[src/wb_bus_pkg.sv]
// Wishbone host bus widths, access timeout and controller state encoding
`default_nettype none

package wb_bus_pkg;

    // Master address and data widths
    localparam int ADDR_W = 32;
    localparam int DATA_W = 32;

    // Cycles after the request strobe before an unanswered access fails
    localparam int TIMEOUT_CYCLES = 16;

    // Counter must be able to hold TIMEOUT_CYCLES itself
    localparam int CNT_W = $clog2(TIMEOUT_CYCLES + 1);

    // Host controller states
    typedef enum logic [1:0] {
        IDLE     = 2'd0,
        ACCESS   = 2'd1,
        COMPLETE = 2'd2
    } host_state_t;

endpackage

`default_nettype wire

[src/wb_map_pkg.sv]
// Slave address map and register reset values for the register bank
`default_nettype none

package wb_map_pkg;

    // Number of register slaves and width of their index field
    localparam int NUM_SLAVES = 8;
    localparam int SEL_W = 3;

    // Slave index sits in address bits [SEL_LSB +: SEL_W]
    localparam int SEL_LSB = 2;

    // Bits from here upward must be zero for a mapped address
    localparam int MAP_TOP_LSB = 5;

    // Slave k resets to REG_RESET_BASE + k * REG_STRIDE
    localparam logic [wb_bus_pkg::DATA_W-1:0] REG_RESET_BASE = 32'h9ABC_DEF0;
    localparam logic [wb_bus_pkg::DATA_W-1:0] REG_STRIDE = 32'h0000_0200;

endpackage

`default_nettype wire

[src/wb_host_ctrl.sv]
// Wishbone host controller with request latch, handshake FSM and access timeout
`timescale 1ns/1ps
`default_nettype none

module wb_host_ctrl (
    input  wire                              clk,
    input  wire                              rst,
    input  wire  [wb_bus_pkg::ADDR_W-1:0]    wb_adr_i,
    input  wire  [wb_bus_pkg::DATA_W-1:0]    wb_dat_i,
    input  wire                              wb_cyc_i,
    input  wire                              wb_stb_i,
    input  wire                              wb_we_i,
    output logic [wb_bus_pkg::DATA_W-1:0]    wb_dat_o,
    output logic                             wb_ack_o,
    output logic                             wb_err_o,
    input  wire                              rsp_stb_i,
    input  wire  [wb_bus_pkg::DATA_W-1:0]    rsp_rdata_i,
    output logic                             req_stb_o,
    output logic [wb_bus_pkg::ADDR_W-1:0]    req_adr_o,
    output logic [wb_bus_pkg::DATA_W-1:0]    req_dat_o,
    output logic                             req_we_o
);

    import wb_bus_pkg::*;

    host_state_t      state_q;
    logic [CNT_W-1:0] cnt_q;
    logic             access_start;

    // New access only accepted from IDLE
    assign access_start = (state_q == IDLE) && wb_cyc_i && wb_stb_i;

    // Request payload, held until the next accepted access
    always_ff @(posedge clk) begin
        if (access_start) begin
            req_adr_o <= wb_adr_i;
            req_dat_o <= wb_dat_i;
            req_we_o  <= wb_we_i;
        end
    end

    always_ff @(posedge clk or posedge rst) begin
        if (rst) begin
            state_q   <= IDLE;
            cnt_q     <= '0;
            req_stb_o <= 1'b0;
            wb_ack_o  <= 1'b0;
            wb_err_o  <= 1'b0;
            wb_dat_o  <= '0;
        end else begin
            // Strobes are single-cycle pulses
            req_stb_o <= 1'b0;
            wb_ack_o  <= 1'b0;
            wb_err_o  <= 1'b0;

            case (state_q)
                IDLE: begin
                    if (access_start) begin
                        state_q <= ACCESS;
                        cnt_q   <= '0;
                    end
                end

                ACCESS: begin
                    // First cycle in ACCESS issues the request
                    if (cnt_q == '0) begin
                        req_stb_o <= 1'b1;
                    end

                    if (rsp_stb_i) begin
                        wb_ack_o <= 1'b1;
                        // Read data only replaced on reads
                        if (!req_we_o) begin
                            wb_dat_o <= rsp_rdata_i;
                        end
                        state_q <= COMPLETE;
                    end else if (cnt_q == CNT_W'(TIMEOUT_CYCLES)) begin
                        // Nobody answered, unmapped address
                        wb_err_o <= 1'b1;
                        state_q  <= COMPLETE;
                    end else begin
                        cnt_q <= cnt_q + 1'b1;
                    end
                end

                COMPLETE: begin
                    // Wait for the master to release stb
                    if (!wb_stb_i) begin
                        state_q <= IDLE;
                    end
                end

                default: begin
                    state_q <= IDLE;
                end
            endcase
        end
    end

endmodule

`default_nettype wire

[src/wb_slave_decoder.sv]
// Address decoder turning the request strobe into a registered one-hot slave select
`timescale 1ns/1ps
`default_nettype none

module wb_slave_decoder (
    input  wire                                clk,
    input  wire                                rst,
    input  wire                                req_stb_i,
    input  wire  [wb_bus_pkg::ADDR_W-1:0]      req_adr_i,
    output logic [wb_map_pkg::NUM_SLAVES-1:0]  sel_stb_o
);

    import wb_bus_pkg::*;
    import wb_map_pkg::*;

    logic                  addr_mapped;
    logic [SEL_W-1:0]      slave_idx;
    logic [NUM_SLAVES-1:0] sel_onehot;

    // Upper field must be clear, byte offset bits are ignored
    assign addr_mapped = (req_adr_i[ADDR_W-1:MAP_TOP_LSB] == '0);
    assign slave_idx   = req_adr_i[SEL_LSB +: SEL_W];

    always_comb begin
        sel_onehot = '0;
        if (req_stb_i && addr_mapped) begin
            for (int k = 0; k < NUM_SLAVES; k++) begin
                // Index values past the last slave select nothing
                if (slave_idx == SEL_W'(k)) begin
                    sel_onehot[k] = 1'b1;
                end
            end
        end
    end

    // One register stage between request and select
    always_ff @(posedge clk or posedge rst) begin
        if (rst) begin
            sel_stb_o <= '0;
        end else begin
            sel_stb_o <= sel_onehot;
        end
    end

endmodule

`default_nettype wire

[src/wb_reg_slave.sv]
// Word-wide register slave with write on select and single-cycle acknowledge
`timescale 1ns/1ps
`default_nettype none

module wb_reg_slave #(
    parameter int SLAVE_INDEX = 0
) (
    input  wire                              clk,
    input  wire                              rst,
    input  wire                              sel_stb_i,
    input  wire                              req_we_i,
    input  wire  [wb_bus_pkg::DATA_W-1:0]    req_dat_i,
    output logic                             rsp_ack_o,
    output logic [wb_bus_pkg::DATA_W-1:0]    rsp_dat_o
);

    import wb_bus_pkg::*;
    import wb_map_pkg::*;

    // Reset value depends on position in the bank
    localparam logic [DATA_W-1:0] RESET_VALUE =
        REG_RESET_BASE + DATA_W'(SLAVE_INDEX) * REG_STRIDE;

    logic [DATA_W-1:0] reg_q;

    always_ff @(posedge clk or posedge rst) begin
        if (rst) begin
            reg_q <= RESET_VALUE;
        end else if (sel_stb_i && req_we_i) begin
            reg_q <= req_dat_i;
        end
    end

    // Ack one cycle after the select strobe
    always_ff @(posedge clk or posedge rst) begin
        if (rst) begin
            rsp_ack_o <= 1'b0;
        end else begin
            rsp_ack_o <= sel_stb_i;
        end
    end

    // Register always visible to the response mux
    assign rsp_dat_o = reg_q;

endmodule

`default_nettype wire

[src/wb_response_mux.sv]
// Response mux merging slave acknowledges and steering the read data
`timescale 1ns/1ps
`default_nettype none

module wb_response_mux (
    input  wire  [wb_map_pkg::NUM_SLAVES-1:0]  rsp_ack_i,
    input  wire  [wb_bus_pkg::DATA_W-1:0]      rsp_dat_i [wb_map_pkg::NUM_SLAVES],
    output logic                               rsp_stb_o,
    output logic [wb_bus_pkg::DATA_W-1:0]      rsp_rdata_o
);

    import wb_bus_pkg::*;
    import wb_map_pkg::*;

    // At most one slave acknowledges per access
    assign rsp_stb_o = |rsp_ack_i;

    // AND-OR select, zero when nobody answers
    always_comb begin
        rsp_rdata_o = '0;
        for (int k = 0; k < NUM_SLAVES; k++) begin
            rsp_rdata_o = rsp_rdata_o | ({DATA_W{rsp_ack_i[k]}} & rsp_dat_i[k]);
        end
    end

endmodule

`default_nettype wire

[src/wb_host_top.sv]
// Wishbone host top level with controller, decoder, register bank and response mux
`timescale 1ns/1ps
`default_nettype none

module wb_host_top (
    input  wire                              clk,
    input  wire                              rst,
    input  wire  [wb_bus_pkg::ADDR_W-1:0]    wb_adr_i,
    input  wire  [wb_bus_pkg::DATA_W-1:0]    wb_dat_i,
    input  wire                              wb_cyc_i,
    input  wire                              wb_stb_i,
    input  wire                              wb_we_i,
    output logic [wb_bus_pkg::DATA_W-1:0]    wb_dat_o,
    output logic                             wb_ack_o,
    output logic                             wb_err_o
);

    import wb_bus_pkg::*;
    import wb_map_pkg::*;

    // Latched request from the controller
    logic                  req_stb;
    logic [ADDR_W-1:0]     req_adr;
    logic [DATA_W-1:0]     req_dat;
    logic                  req_we;

    // Select and response paths
    logic [NUM_SLAVES-1:0] sel_stb;
    logic [NUM_SLAVES-1:0] rsp_ack;
    logic [DATA_W-1:0]     rsp_dat [NUM_SLAVES];
    logic                  rsp_stb;
    logic [DATA_W-1:0]     rsp_rdata;

    wb_host_ctrl u_ctrl (
        .clk         (clk),
        .rst         (rst),
        .wb_adr_i    (wb_adr_i),
        .wb_dat_i    (wb_dat_i),
        .wb_cyc_i    (wb_cyc_i),
        .wb_stb_i    (wb_stb_i),
        .wb_we_i     (wb_we_i),
        .wb_dat_o    (wb_dat_o),
        .wb_ack_o    (wb_ack_o),
        .wb_err_o    (wb_err_o),
        .rsp_stb_i   (rsp_stb),
        .rsp_rdata_i (rsp_rdata),
        .req_stb_o   (req_stb),
        .req_adr_o   (req_adr),
        .req_dat_o   (req_dat),
        .req_we_o    (req_we)
    );

    wb_slave_decoder u_decoder (
        .clk       (clk),
        .rst       (rst),
        .req_stb_i (req_stb),
        .req_adr_i (req_adr),
        .sel_stb_o (sel_stb)
    );

    // One register slave per index
    for (genvar k = 0; k < NUM_SLAVES; k++) begin : g_slave
        wb_reg_slave #(
            .SLAVE_INDEX (k)
        ) u_slave (
            .clk       (clk),
            .rst       (rst),
            .sel_stb_i (sel_stb[k]),
            .req_we_i  (req_we),
            .req_dat_i (req_dat),
            .rsp_ack_o (rsp_ack[k]),
            .rsp_dat_o (rsp_dat[k])
        );
    end

    wb_response_mux u_mux (
        .rsp_ack_i   (rsp_ack),
        .rsp_dat_i   (rsp_dat),
        .rsp_stb_o   (rsp_stb),
        .rsp_rdata_o (rsp_rdata)
    );

endmodule

`default_nettype wire

[config.mk]
export PLATFORM = sky130hd
export DESIGN_NAME = wb_host_top
export DESIGN_NICKNAME = d
export VERILOG_FILES = /design/src/wb_bus_pkg.sv /design/src/wb_map_pkg.sv /design/src/wb_host_ctrl.sv /design/src/wb_slave_decoder.sv /design/src/wb_reg_slave.sv /design/src/wb_response_mux.sv /design/src/wb_host_top.sv
export SDC_FILE = /design/constraint.sdc
export NUM_CORES = 1
export LEC_CHECK = 0
export ABC_AREA = 1
export BUFFER_PORTS_ARGS = -buffer_cell sky130_fd_sc_hd__buf_4
export CORE_ASPECT_RATIO = 2
export CORE_MARGIN = 10
export CORE_UTILIZATION = 40
export CTS_CLUSTER_DIAMETER = 60
export DETAILED_ROUTE_END_ITERATION = 10
export PLACE_DENSITY_LB_ADDON = 0.12
export REMOVE_ABC_BUFFERS = 1
export SYNTH_ARGS = -nofsm -noshare
export SYNTH_HDL_FRONTEND = slang
export SYNTH_SLANG_ARGS = --single-unit
[constraint.sdc]
create_clock -name clk -period 17.2 [get_ports clk]
set_input_delay 1.72 -clock clk [delete_from_list [all_inputs] [get_ports clk]]
set_output_delay 1.72 -clock clk [all_outputs]
set_load 0.005 [all_outputs]
==> qor.yml <==
yosys:
  synth.avg_cell_area_um2: 9.412
  ys_warn_count: 0
  ys_top_cells_by_count: "nand2_1 (661), o21ai_0 (256), dfrtp_1 (174), dfstp_2 (140), nand3_1 (68)"
  syn_area_mm2: 0.01520
  yosysMostFrequentCell: "nand2_1"
  synth.distinct_cells: 29
  synthCells: 1615
  synth_edf_count: 63
  ys.flop_type: "dfrtp_1"
  synth-seq-area-share_pct: 65.29
  ys_ff_latch: 377
  synthArstFlopShare_pct: 83.29
  post-synth-top-area-cell: "dfrtp_1"
  synth_area_leaders: "dfrtp_1 (29%), dfstp_2 (24%), nand2_1 (16%)"
  synth_top_area_share_pct: 28.65
pwr:
  vdd.ir_drop.worst_v: 0.00007666
  power_density_mw_per_mm2: 107.4
  leakage_nw: 7.710
placement:
  gp_congestion: 0.7343
  dpl.hpwl_um: 20120
  dp_slack_ns: 13.60
  dp.cells: 2104
  portBuffers: 100
clocking:
  htree_levels: 2
  cts.sinks: 377
  clkLatencyLatePin_ns: 0.54
  root_buffer: "clkbuf_16"
  ctsResizeCount: 0
  cts-hold-fix-buffers: 0
  cts_buffer_depth: 3
  cts_tree: "done"
  cts_setup_buffers: 0
  cts_buffers: 37
  clk_pin_slew_ns: 0.06
worst_setup_path:
  critPathMaxFanout: 179
  reg2regPathDepth: 7
  r2r_start: "g_slave[1].u_slave.rsp_ack_o"
  ff2ff_setup_slack_ns: 14.95
  rr_endpoint: "u_ctrl.wb_dat_o[10]"
  cp-end-kind: "asynchronous set/reset pin"
  critPathArrivalTime_ns: 3.35
  worstSetupPathType: "in -> async"
  crit_required_ns: 17.63
  cp-start-kind: "input pin"
layout:
  fillers: 3609
  diodes: 0
  area_growth_syn_to_layout_pct: 15.72
  multi_input_area_mm2: 0.004690
  final_nets: 1751
  layout-drive-gt1-share_pct: 19.89
  seq_area_mm2: 0.009935
  stdcell_count: 2172
worst_hold_path:
  whs_path_depth: 0
  holdCritPathClass: "reg -> reg"
  hold_path_end: "g_slave[6].u_slave.rsp_ack_o"
  min_from: "u_decoder.sel_stb_o[6]"
timing:
  fmax_mhz: 342.6
  worst_slack_ns: 14.28
  finalSetupViolations: 0
  grt_setup_unrepaired: "no"
  worst-slew-pin-transition_ns: 1.035
  fin_crit_ns: 2.919
  report.final.slew_viol_count: 0
  setup_tns_ns: 0
  hold_violations: 0
  slew_headroom_pct: 30.97
  clock_skew_ns: 0.01843
  period_share_pct: 16.97
floorplan:
  die_w_um: 157.8
  die_h_um: 295.7
  initial_core_util_pct: 40.23
  rows: 101
  coreArea_mm2: 0.03779
  pin_count: 103
  die_area_mm2: 0.04667
grt:
  grt_pass1_wl_um: 60460
  grtUsageMet3_pct: 2.715
  grt.busiest_layer: "met2"
  first_global_vias: 11039
  grt_use_met1_pct: 20.73
  gr-usage-met2_pct: 28.09
  grtUsageTotal_pct: 16.39
  grt_max_degree: 180
  antenna_found_initial: 0
  grt_overflow_total: 0
drt:
  wirelength_um: 37330
  wl_per_cell_um: 17.19
  vias: 10866
  drt-pass1-iter-count: 5
  ant_nets: 0
  viasPerCell: 5.003
  drtIter0Drc: 803
  drc: 0
run:
  cap_violations: 0
status:
  status: "completed"
==> power by group <==
group | switching [mW] | internal, mW
Sequential | 0.00953 | 0.935
Combinational | 0.0642 | 0.0235
Clock | 0.343 | 0.513
Total | 0.417 | 1.47
==> area by class of cell <==
cell class              count  share of cell area [%]
clock buffers              59                   6.438
clock inverters             9                  0.8607
inverters                  62                   1.373
multi-input cells        1089                   26.66
flip-flops and latches    377                   56.48
well taps                 463                   3.293
repair buffers            113                   4.894
==> per-layer routing <==
layer	part of all wire, %	up-vias
met3	4.5	57
met5	0	-
met2	50	227
met1	43	5266
met4	2.1	0
li1	-	5316
==> logic make-up (layout without fill, tap and decap cells) <==
kind of cell,after synthesis,count (layout),synth area share [%]
buf+inv,149,243,3.984
simple gates,824,824,21.82
xor+xnor,3,3,0.1729
fa+ha+maj,2,2,0.1646
compound gates,260,260,8.561
flops,377,377,65.29
==> cell usage in the layout (no fill, tap or decap), types with 3 or more instances in the layout <==
| master | instances |
|---|---|
| nand3b_1 | 5 |
| nand4_1 | 17 |
| a21oi_1 | 4 |
| nand2_2 | 10 |
| clkbuf_8 | 6 |
| nor2_1 | 53 |
| buf_4 | 112 |
| clkbuf_16 | 40 |
| nand3_1 | 68 |
| clkbuf_1 | 13 |
| o21ai_0 | 256 |
| dfrtp_2 | 8 |
| dfrtp_1 | 166 |
| dfstp_2 | 140 |
| nand2_1 | 653 |
| clkinv_2 | 4 |
| inv_1 | 58 |
| nor2_2 | 3 |
| and3_1 | 4 |
| bufinv_16 | 4 |
| edfxtp_1 | 63 |
==> worst max path at each step <==
stage                     from                            to  slack (ns)  cells past startpoint
final                      rst  g_slave[5].u_slave.rsp_ack_o       14.28                      3
after global routing       rst  g_slave[1].u_slave.rsp_ack_o       14.02                      3
after CTS                  rst  g_slave[7].u_slave.rsp_ack_o       14.18                      3
after detailed placement   rst  g_slave[5].u_slave.rsp_ack_o       13.60                      3
after global placement     rst  g_slave[5].u_slave.rsp_ack_o       13.66                      3
after floorplan            rst  g_slave[0].u_slave.rsp_ack_o        7.03                      1
==> worst max-delay path, stage by stage <==
cell	delay, ns
buf_4	0.13
inv_8	0.59
buf_12	0.65
==> sequential cells by signal (all words and copies together) (netlist names) <==
register,cells
u_ctrl.req_stb_o,1
u_ctrl.cnt_q,5
u_ctrl.req_dat_o,32
u_ctrl.req_we_o,1
u_decoder.sel_stb_o,8
g_slave.u_slave.rsp_ack_o,8
u_ctrl.wb_err_o,1
u_ctrl.wb_ack_o,1
u_ctrl.state_q,2
u_ctrl.wb_dat_o,32
g_slave.u_slave.rsp_dat_o,256
u_ctrl.req_adr_o,30
==> through the flow <==
step	power, mW	util [%]	hold slack, ns	cell area (um2)
floorplan	1.014	-	0.3540	14830
global placement	1.050	43.15	0.3738	16310
detailed placement	1.051	43.15	0.3778	16310
CTS	1.917	46.55	0.3899	17590
global route	1.962	46.55	0.4048	17590
finish	1.889	46.55	0.3896	17590
(Power assumes the default switching activity.)
